## src/logic/procPkg.sv

```systemverilog
////////////////////////////////////////////////////////////
// Processor package: opcodes, field widths and the structs
// passed between the fetch, decode, execute and result stages
////////////////////////////////////////////////////////////
package procPkg;

   // Data and instruction word width
   localparam int dataW = 16;
   // Register index and instruction field widths
   localparam int regAddrW = 3;
   localparam int opW = 5;
   localparam int fnW = 2;

   // Memory sizes in words
   localparam int imemDepth = 64;
   localparam int dmemDepth = 64;
   localparam int imemAddrW = $clog2(imemDepth);
   localparam int dmemAddrW = $clog2(dmemDepth);

   // JAL always links into r7
   localparam logic [regAddrW-1:0] linkReg = 3'd7;

   // Major opcode, instr[15:11]
   typedef enum logic [opW-1:0] {
      opHalt = 5'b00000,
      opNop  = 5'b00001,
      opJ    = 5'b00100,
      opJal  = 5'b00110,
      opAddi = 5'b01000,
      opBeqz = 5'b01100,
      opBnez = 5'b01101,
      opSt   = 5'b10000,
      opLd   = 5'b10001,
      opLbi  = 5'b11000,
      opAlu  = 5'b11011
   } opcodeT;

   // Function field of register ops, instr[1:0]
   typedef enum logic [fnW-1:0] {
      fnAdd = 2'b00,
      fnSub = 2'b01,
      fnAnd = 2'b10,
      fnXor = 2'b11
   } aluFnT;

   // Operation handed from decode to the ALU
   typedef enum logic [2:0] {
      aluAdd,
      aluSub,
      aluAnd,
      aluXor,
      aluPassB
   } aluOpT;

   // Fetch run state
   typedef enum logic [1:0] {
      stIdle,
      stRun,
      stHalted
   } runStateT;

   // Encoded NOP, fed to decode whenever the machine is not running
   localparam logic [dataW-1:0] nopInstr = {opNop, 11'b0};

   // Control bundle built by decode
   typedef struct packed {
      aluOpT               aluOp;
      logic                aluSrcImm;
      logic                regWrite;
      logic [regAddrW-1:0] writeReg;
      logic                memRead;
      logic                memWrite;
      logic                memToReg;
      logic                branchZero;
      logic                branchNonZero;
      logic                jump;
      logic                link;
      logic                halt;
   } ctrlT;

   // Register operands and extended immediate
   typedef struct packed {
      logic [dataW-1:0] read1Data;
      logic [dataW-1:0] read2Data;
      logic [dataW-1:0] immVal;
   } operandT;

   // One register write, valid in the cycle before it commits
   typedef struct packed {
      logic                valid;
      logic [regAddrW-1:0] regAddr;
      logic [dataW-1:0]    data;
   } wbTraceT;

endpackage
```

## src/logic/proc.sv

```systemverilog
////////////////////////////////////////////////////////////
// Single-cycle 16-bit processor top level
////////////////////////////////////////////////////////////
`timescale 1ns/10ps
module proc (
   input  logic             clk,
   input  logic             reset,
   input  logic             loadEn,
   input  logic [5:0]       loadAddr,
   input  logic [15:0]      loadInstr,
   input  logic             start,
   output procPkg::wbTraceT wbTrace,
   output logic             halted,
   output logic             err
);

   logic [15:0] instr;
   logic [15:0] pc;
   logic [15:0] incPc;
   logic [15:0] nextPc;
   logic [15:0] aluOut;
   logic [15:0] wbData;
   logic running;
   logic halt;
   logic decodeErr;
   procPkg::ctrlT ctrl;
   procPkg::operandT operands;

   // Stop on HALT or on a bad opcode
   assign halt = ctrl.halt | decodeErr;

   fetch fetchStage (
      .clk(clk), .reset(reset),
      .loadEn(loadEn), .loadAddr(loadAddr), .loadInstr(loadInstr),
      .start(start), .halt(halt), .nextPc(nextPc),
      .instr(instr), .pc(pc), .incPc(incPc),
      .running(running), .halted(halted)
   );

   // Write-back port fed from the trace
   decode decodeStage (
      .clk(clk), .reset(reset), .instr(instr), .running(running),
      .wbReg(wbTrace.regAddr), .wbWrite(wbTrace.valid), .wbData(wbData),
      .ctrl(ctrl), .operands(operands), .decodeErr(decodeErr)
   );

   execute executeStage (
      .ctrl(ctrl), .operands(operands), .pc(pc), .incPc(incPc),
      .aluOut(aluOut), .nextPc(nextPc)
   );

   result resultStage (
      .clk(clk), .reset(reset), .ctrl(ctrl), .aluOut(aluOut),
      .storeData(operands.read2Data), .incPc(incPc), .running(running),
      .wbData(wbData), .wbTrace(wbTrace)
   );

   // Sticky error, cleared by the next start
   always_ff @(posedge clk) begin
      if (reset || start) begin
         err <= 1'b0;
      end else if (decodeErr) begin
         err <= 1'b1;
      end
   end

endmodule

```

## src/logic/result.sv

```systemverilog
////////////////////////////////////////////////////////////
// Result: data memory, write-back select and trace
////////////////////////////////////////////////////////////
`timescale 1ns/10ps
module result (
   input  logic             clk,
   input  logic             reset,
   input  procPkg::ctrlT    ctrl,
   input  logic [15:0]      aluOut,
   input  logic [15:0]      storeData,
   input  logic [15:0]      incPc,
   input  logic             running,
   output logic [15:0]      wbData,
   output procPkg::wbTraceT wbTrace
);

   logic [procPkg::dataW-1:0] dmem [procPkg::dmemDepth];
   logic [procPkg::dmemAddrW-1:0] memAddr;
   logic [procPkg::dataW-1:0] memData;

   // Word address from the low bits of the ALU sum
   assign memAddr = aluOut[procPkg::dmemAddrW-1:0];

   // Store commits on the same edge as the pc update
   always_ff @(posedge clk) begin
      if (!reset && running && ctrl.memWrite) begin
         dmem[memAddr] <= storeData;
      end
   end

   // Asynchronous read, only for loads
   assign memData = ctrl.memRead ? dmem[memAddr] : '0;

   // Write-back select
   always_comb begin
      if (ctrl.memToReg) begin
         wbData = memData;
      end else if (ctrl.link) begin
         // JAL saves the return address
         wbData = incPc;
      end else begin
         wbData = aluOut;
      end
   end

   // Trace doubles as the register file write port
   assign wbTrace.valid = running & ctrl.regWrite;
   assign wbTrace.regAddr = ctrl.link ? procPkg::linkReg : ctrl.writeReg;
   assign wbTrace.data = wbData;

endmodule

```

## src/logic/execute.sv

```systemverilog
////////////////////////////////////////////////////////////
// Execute: ALU, branch test and next-PC select
////////////////////////////////////////////////////////////
`timescale 1ns/10ps
module execute (
   input  procPkg::ctrlT    ctrl,
   input  procPkg::operandT operands,
   input  logic [15:0]      pc,
   input  logic [15:0]      incPc,
   output logic [15:0]      aluOut,
   output logic [15:0]      nextPc
);

   // ALU operands
   logic [procPkg::dataW-1:0] aluA;
   logic [procPkg::dataW-1:0] aluB;
   // Branch and jump target
   logic [procPkg::dataW-1:0] targetPc;
   logic isZero;
   logic takeBranch;

   // A side is always Rs
   assign aluA = operands.read1Data;

   // B side is Rt or the extended immediate
   assign aluB = ctrl.aluSrcImm ? operands.immVal : operands.read2Data;

   // ALU
   // SUB is Rs minus B
   // Pass B serves LBI
   always_comb begin
      case (ctrl.aluOp)
         procPkg::aluAdd: begin
            aluOut = aluA + aluB;
         end
         procPkg::aluSub: begin
            aluOut = aluA - aluB;
         end
         procPkg::aluAnd: begin
            aluOut = aluA & aluB;
         end
         procPkg::aluXor: begin
            aluOut = aluA ^ aluB;
         end
         procPkg::aluPassB: begin
            aluOut = aluB;
         end
         default: begin
            aluOut = '0;
         end
      endcase
   end

   // Branch condition on Rs
   assign isZero = (operands.read1Data == '0);

   // Taken for a passing conditional branch or any jump
   always_comb begin
      takeBranch = 1'b0;
      if (ctrl.jump) begin
         takeBranch = 1'b1;
      end else if (ctrl.branchZero && isZero) begin
         takeBranch = 1'b1;
      end else if (ctrl.branchNonZero && !isZero) begin
         takeBranch = 1'b1;
      end
   end

   // Displacement is relative to pc plus one
   assign targetPc = incPc + operands.immVal;

   // Next pc
   // HALT holds the current pc
   always_comb begin
      if (ctrl.halt) begin
         nextPc = pc;
      end else if (takeBranch) begin
         nextPc = targetPc;
      end else begin
         nextPc = incPc;
      end
   end

endmodule

```

## src/logic/decode.sv

```systemverilog
////////////////////////////////////////////////////////////
// Decode: control decoder, register file, immediate extend
////////////////////////////////////////////////////////////
`timescale 1ns/10ps
module decode (
   input  logic              clk,
   input  logic              reset,
   input  logic [15:0]       instr,
   input  logic              running,
   input  logic [2:0]        wbReg,
   input  logic              wbWrite,
   input  logic [15:0]       wbData,
   output procPkg::ctrlT     ctrl,
   output procPkg::operandT  operands,
   output logic              decodeErr
);

   procPkg::opcodeT opcode;
   procPkg::aluFnT  fn;
   // Rs always read port 1, Rt read port 2 (also ST data)
   logic [procPkg::regAddrW-1:0] rs;
   logic [procPkg::regAddrW-1:0] rt;
   logic [procPkg::regAddrW-1:0] rd;
   logic [procPkg::dataW-1:0] imm5Ext;
   logic [procPkg::dataW-1:0] imm8Ext;
   logic [procPkg::dataW-1:0] imm11Ext;
   logic [procPkg::dataW-1:0] immVal;
   logic illegal;
   logic [procPkg::dataW-1:0] regFile [8];

   // Field split
   assign opcode = procPkg::opcodeT'(instr[15:11]);
   assign rs = instr[10:8];
   assign rt = instr[7:5];
   assign rd = instr[4:2];
   assign fn = procPkg::aluFnT'(instr[1:0]);

   // Sign extension of the three immediate sizes
   assign imm5Ext = {{11{instr[4]}}, instr[4:0]};
   assign imm8Ext = {{8{instr[7]}}, instr[7:0]};
   assign imm11Ext = {{5{instr[10]}}, instr[10:0]};

   // Control decoder
   always_comb begin
      ctrl = '0;
      immVal = '0;
      illegal = 1'b0;
      case (opcode)
         procPkg::opAlu: begin
            ctrl.regWrite = 1'b1;
            ctrl.writeReg = rd;
            case (fn)
               procPkg::fnAdd: ctrl.aluOp = procPkg::aluAdd;
               procPkg::fnSub: ctrl.aluOp = procPkg::aluSub;
               procPkg::fnAnd: ctrl.aluOp = procPkg::aluAnd;
               procPkg::fnXor: ctrl.aluOp = procPkg::aluXor;
            endcase
         end
         procPkg::opAddi: begin
            ctrl.regWrite = 1'b1;
            ctrl.writeReg = rt;
            ctrl.aluSrcImm = 1'b1;
            immVal = imm5Ext;
         end
         procPkg::opLbi: begin
            // LBI writes back into its Rs field
            ctrl.regWrite = 1'b1;
            ctrl.writeReg = rs;
            ctrl.aluSrcImm = 1'b1;
            ctrl.aluOp = procPkg::aluPassB;
            immVal = imm8Ext;
         end
         procPkg::opLd: begin
            ctrl.regWrite = 1'b1;
            ctrl.writeReg = rt;
            ctrl.aluSrcImm = 1'b1;
            ctrl.memRead = 1'b1;
            ctrl.memToReg = 1'b1;
            immVal = imm5Ext;
         end
         procPkg::opSt: begin
            ctrl.aluSrcImm = 1'b1;
            ctrl.memWrite = 1'b1;
            immVal = imm5Ext;
         end
         procPkg::opBeqz: begin
            ctrl.branchZero = 1'b1;
            immVal = imm8Ext;
         end
         procPkg::opBnez: begin
            ctrl.branchNonZero = 1'b1;
            immVal = imm8Ext;
         end
         procPkg::opJ: begin
            ctrl.jump = 1'b1;
            immVal = imm11Ext;
         end
         procPkg::opJal: begin
            // Link target register picked in result
            ctrl.jump = 1'b1;
            ctrl.link = 1'b1;
            ctrl.regWrite = 1'b1;
            immVal = imm11Ext;
         end
         procPkg::opNop: begin
         end
         procPkg::opHalt: ctrl.halt = 1'b1;
         // Unknown opcode behaves as NOP plus error
         default: illegal = 1'b1;
      endcase
   end

   assign decodeErr = running & illegal;

   // Register file, write on the commit edge
   always_ff @(posedge clk) begin
      if (reset) begin
         for (int i = 0; i < 8; i++) begin
            regFile[i] <= '0;
         end
      end else if (wbWrite) begin
         regFile[wbReg] <= wbData;
      end
   end

   assign operands.read1Data = regFile[rs];
   assign operands.read2Data = regFile[rt];
   assign operands.immVal = immVal;

endmodule

```

## src/logic/fetch.sv

```systemverilog
////////////////////////////////////////////////////////////
// Fetch: run/halt FSM, program counter, loadable imem
////////////////////////////////////////////////////////////
`timescale 1ns/10ps
module fetch (
   input  logic        clk,
   input  logic        reset,
   input  logic        loadEn,
   input  logic [5:0]  loadAddr,
   input  logic [15:0] loadInstr,
   input  logic        start,
   input  logic        halt,
   input  logic [15:0] nextPc,
   output logic [15:0] instr,
   output logic [15:0] pc,
   output logic [15:0] incPc,
   output logic        running,
   output logic        halted
);

   procPkg::runStateT state;
   logic [procPkg::dataW-1:0] imem [procPkg::imemDepth];

   // Run state and pc
   always_ff @(posedge clk) begin
      if (reset) begin
         state <= procPkg::stIdle;
         pc <= '0;
      end else if (state == procPkg::stRun) begin
         // Halt freezes pc on the halting edge
         if (halt) begin
            state <= procPkg::stHalted;
         end else begin
            pc <= nextPc;
         end
      end else if (start) begin
         // Start from idle or halted restarts at address 0
         state <= procPkg::stRun;
         pc <= '0;
      end
   end

   // Program load port, locked out while running
   always_ff @(posedge clk) begin
      if (loadEn && !running) begin
         imem[loadAddr] <= loadInstr;
      end
   end

   assign running = (state == procPkg::stRun);
   assign halted = (state == procPkg::stHalted);
   assign incPc = pc + 16'd1;
   // NOP outside stRun so nothing downstream changes state
   assign instr = running ? imem[pc[procPkg::imemAddrW-1:0]] : procPkg::nopInstr;

endmodule

```

## config.mk

```make
export PLATFORM = sky130hd
export DESIGN_NAME = proc
export DESIGN_NICKNAME = d
export VERILOG_FILES = /design/src/logic/procPkg.sv /design/src/logic/proc.sv /design/src/logic/result.sv /design/src/logic/execute.sv /design/src/logic/decode.sv /design/src/logic/fetch.sv
export SDC_FILE = /design/constraint.sdc
export NUM_CORES = 2
export LEC_CHECK = 0
export ABC_CLOCK_PERIOD_IN_PS = 27600
export BUFFER_PORTS_ARGS = -buffer_cell sky130_fd_sc_hd__buf_2
export CELL_PAD_IN_SITES_DETAIL_PLACEMENT = 1
export CELL_PAD_IN_SITES_GLOBAL_PLACEMENT = 1
export CORE_AREA = 2 2 432 542
export CTS_BUF_LIST = sky130_fd_sc_hd__clkbuf_4
export DETAILED_ROUTE_END_ITERATION = 10
export DIE_AREA = 0 0 434 544
export PLACE_DENSITY = 0.7
export SLEW_MARGIN = 5
export SYNTH_ARGS = -nofsm -noshare
export SYNTH_HDL_FRONTEND = slang
export SYNTH_SLANG_ARGS = --single-unit
```

## constraint.sdc

```tcl
create_clock -name clk -period 27.6 [get_ports clk]
set_clock_uncertainty 0.1 [all_clocks]
set_input_delay 4.14 -clock clk [delete_from_list [all_inputs] [get_ports clk]]
set_output_delay 4.14 -clock clk [all_outputs]
set_load 0.1 [all_outputs]
```

==> results.ini <==
[run_status]
run_status = finished clean

[placed_design]
gpl.final_weighted_congestion = 0.9191
placement.io_buffers = 47
place.detailed.instances = 8553
placed_area_um2 = 96680
dp.final_hpwl_um = 201300

[synth]
netlist-cell-type-count = 117
postSynth.topFlopCell = edfxtp_1
synth_sequential_area_ratio_pct = 71.61
synth_enable_flop_cells = 2176
post_synth_inst_count = 5481
synth-seq-cells = 2201
synth.avg_cell_area_um2 = 16.78
synth.net_count = 5559
synthesis.area_um2 = 91950
postSynth.asyncResetShare_pct = 0
synth-warning-count = 0

[global_routing]
global_route_wire_length_before_repair_um = 457900
first_global_vias = 61410
grt_start_max_net_pins = 121
global_route_usage_over_all_layers_pct = 27.41
antenna_violations_before_repair = 12
global_route.overflow_total = 0

[clock_network]
insertion_delay_ns = 1.50
root_buffer = clkbuf_4
cts_tree = done
cts_buffers = 589
cts-hold-fix-buffers = 0
cts_max_level = 6
ctsResizeCount = 0
clkSinkCount = 2201
path_clk_slew_ns = 0.07
post-cts-setup-buffers = 0
cts-root-to-sink-buffers = 4

[run]
max_cap_viol_count = 0

[route]
via_per_inst = 6.209
route.vias.total = 59130
routed_wl_met3_um = 30520
wl_met2_um = 158100
postRouteWirelength_um = 327800
topRoutingLayerUsed = met5
wl_per_cell_um = 34.42
ant_nets = 0
drt-initial-drc-count = 7940
remaining_drc_errors = 0
met1Wirelength_um = 113700
drt_pre_antenna_iters = 9

[power_and_ir_drop]
power-per-cell-area_nw_per_um2 = 99.23
vdd.ir_drop.worst_uv = 158.9
design_power_total_mw = 10.29
cellLeakagePower_nw = 33.69

[floorplan]
die-height_um = 544
placement_rows = 198
fp.dieW_um = 434
boundaryPins = 48
start_util_pct = 39.74
coreArea_um2 = 231400
floorplan.die_area_um2 = 236100

[finish]
area_growth_pct = 12.77
post-route-cell-area_um2 = 103700
finalNonFillerCells = 9523
final_net_count = 6122
layout-drive-gt1-share_pct = 26.97

[sta]
worst-slew-pin-transition_ns = 1.494
maxSlewViolCount = 0
finalHoldViolCount = 0
timing.final.setup_violations = 0
period_utilization_post_route_pct = 65.28
worst_slew_margin_rel_pct = 0.3850
max_clock_freq_ghz = 0.05550
grt_setup_unrepaired = false
fin_crit_ns = 18.02
timing.setup.tns_ns = 0

[setup_path]
worstPathArrival_ns = 13.78
crit_type = register to output pin
start_kind = register
cp-end-kind = output pin
cpMostUsedCell = buf_4
cpPeakStageDelay_ns = 1.21
crit_path_max_fanout = 66
worst_path_max_delay_cell = nor4_2
crit_required_ns = 23.36

[worst_hold_path]
hold_path.class = register to register

final timing paths:
| kind | startpoint | end | slack (ns) | depth (start not counted) |
|---|---|---|---|---|
| setup / recovery | register | wbTrace[1] | 9.58 | 33 |
| hold reg to reg | fetchStage.pc[9] | fetchStage.pc[9] | 0.35 | 2 |
| setup reg to reg | register | resultStage.dmem[44][0] | 15.01 | 30 |
| hold / removal | fetchStage.pc[9] | fetchStage.pc[9] | 0.35 | 2 |
where the power goes:
| group | internal, mW | total [mW] | switching, mW |
|---|---|---|---|
| combinational | 0.904 | 3.68 | 2.78 |
| clock | 1.46 | 2.81 | 1.35 |
| sequential | 3.79 | 3.80 | 0.0112 |
per-layer routing:
layer / global-route usage, % / vias to the layer above
met3: 5.948 / 1022
li1: - / 23660
met2: 45.05 / 3921
met1: 32.03 / 30520
met5: 0 / -
met4: 19.02 / 8
Yosys cell counts (14+ instances only):
cell type / number / area [um2]
a211o_1: 16 / 140.1
a211oi_1: 30 / 225.2
a21boi_0: 17 / 127.6
a21o_1: 18 / 135.1
a21oi_1: 154 / 770.7
a221o_1: 20 / 200.2
a221oi_1: 81 / 709.4
a222oi_1: 18 / 180.2
a22o_1: 47 / 411.6
a22oi_1: 205 / 1539
a31oi_1: 47 / 294.0
and2_1: 86 / 538.0
and3_1: 28 / 175.2
buf_1: 24 / 90.09
buf_2: 118 / 590.6
buf_4: 33 / 247.7
buf_6: 38 / 427.9
buf_8: 16 / 240.2
clkbuf_1: 101 / 379.1
dfxtp_1: 25 / 500.5
edfxtp_1: 2176 / 65340
ha_1: 50 / 625.6
inv_1: 42 / 157.7
mux2_2: 90 / 1013
mux2i_1: 264 / 2643
mux4_2: 257 / 5788
nand2_1: 327 / 1227
nand2b_1: 26 / 162.7
nand3_1: 101 / 505.5
nand4_1: 38 / 237.7
nor2_1: 298 / 1119
nor2b_1: 46 / 287.8
nor3_1: 51 / 255.2
o2111ai_1: 16 / 140.1
o211ai_1: 33 / 247.7
o21ai_0: 117 / 585.6
o21ai_1: 27 / 135.1
o22ai_1: 34 / 212.7
o2bb2ai_1: 23 / 201.4
or3_1: 15 / 93.84
xnor2_1: 32 / 280.3
xor2_1: 14 / 122.6
worst max-delay path, delay by kind of cell (launching register included):
kind / cells / cell delay (ns)
AOI/OAI and AO/OA: 8 / 2.01
xor gates and xnor gates: 1 / 0.20
adders and majority gates: 2 / 0.66
buffers and inverters: 11 / 4.35
DFF: 1 / 0.77
muxes: 3 / 1.24
and+or+nand+nor: 8 / 2.80
kinds of logic (layout without fill, tap and decap cells):
group | count (synthesis) | count (layout) | share of synthesized area, %
AOI/OAI and AO/OA | 1082 | 1082 | 8.654
xor gates and xnor gates | 47 | 47 | 0.4626
adders and majority gates | 52 | 52 | 0.7239
buffers and inverters | 377 | 1310 | 2.340
DFF | 2201 | 2201 | 71.61
muxes | 616 | 616 | 10.34
other | 0 | 9 | 0
and+or+nand+nor | 1106 | 1106 | 5.877
flip-flops by register name, summed over array words and instances (netlist names), named ones only:
register,count
fetchStage.imem,1024
resultStage.dmem,1024
decodeStage.regFile,128
fetchStage.pc,16
fetchStage.state,2
err,1
layout make-up:
| type | count | area (um2) |
|---|---|---|
| antenna | 9 | 22.52 |
| clock buffer | 859 | 6449 |
| clock inverter | 102 | 539.3 |
| fill | 22890 | 127700 |
| inverter | 47 | 176.4 |
| multi-input combinational | 2903 | 24570 |
| sequential | 2201 | 65860 |
| tap | 3100 | 3879 |
| timing repair buffer | 302 | 2200 |
placed cells by master (no fill, tap or decap), drive strengths merged, types with 28 or more instances in the layout:
cell and count:
nor2b 46, inv 60, a22o 47, edfxtp 2176, a21oi 160, and2 86
nor2 302, nand3 104, nand2 328, mux2 95, xnor2 32, a22oi 207
nor3 55, and3 28, o22ai 36, buf 302, a31oi 51, clkbuf 859
mux2i 264, o21ai 147, a221oi 82, mux4 257, clkinv 83, a211oi 35
o211ai 33, ha 50, nand4 39
stage by stage:
step | worst slack (ns) | hold WS, ns | util [%]
CTS | 9.571 | 0.3558 | 44.80
finish | 9.582 | 0.3539 | 44.81
floorplan | 14.00 | 0.3253 | -
global route | 8.987 | 0.3900 | 44.81
detailed placement | 11.13 | 0.3456 | 41.78
global placement | 11.19 | 0.3390 | 41.78
Power figures use the tool's default switching activity.
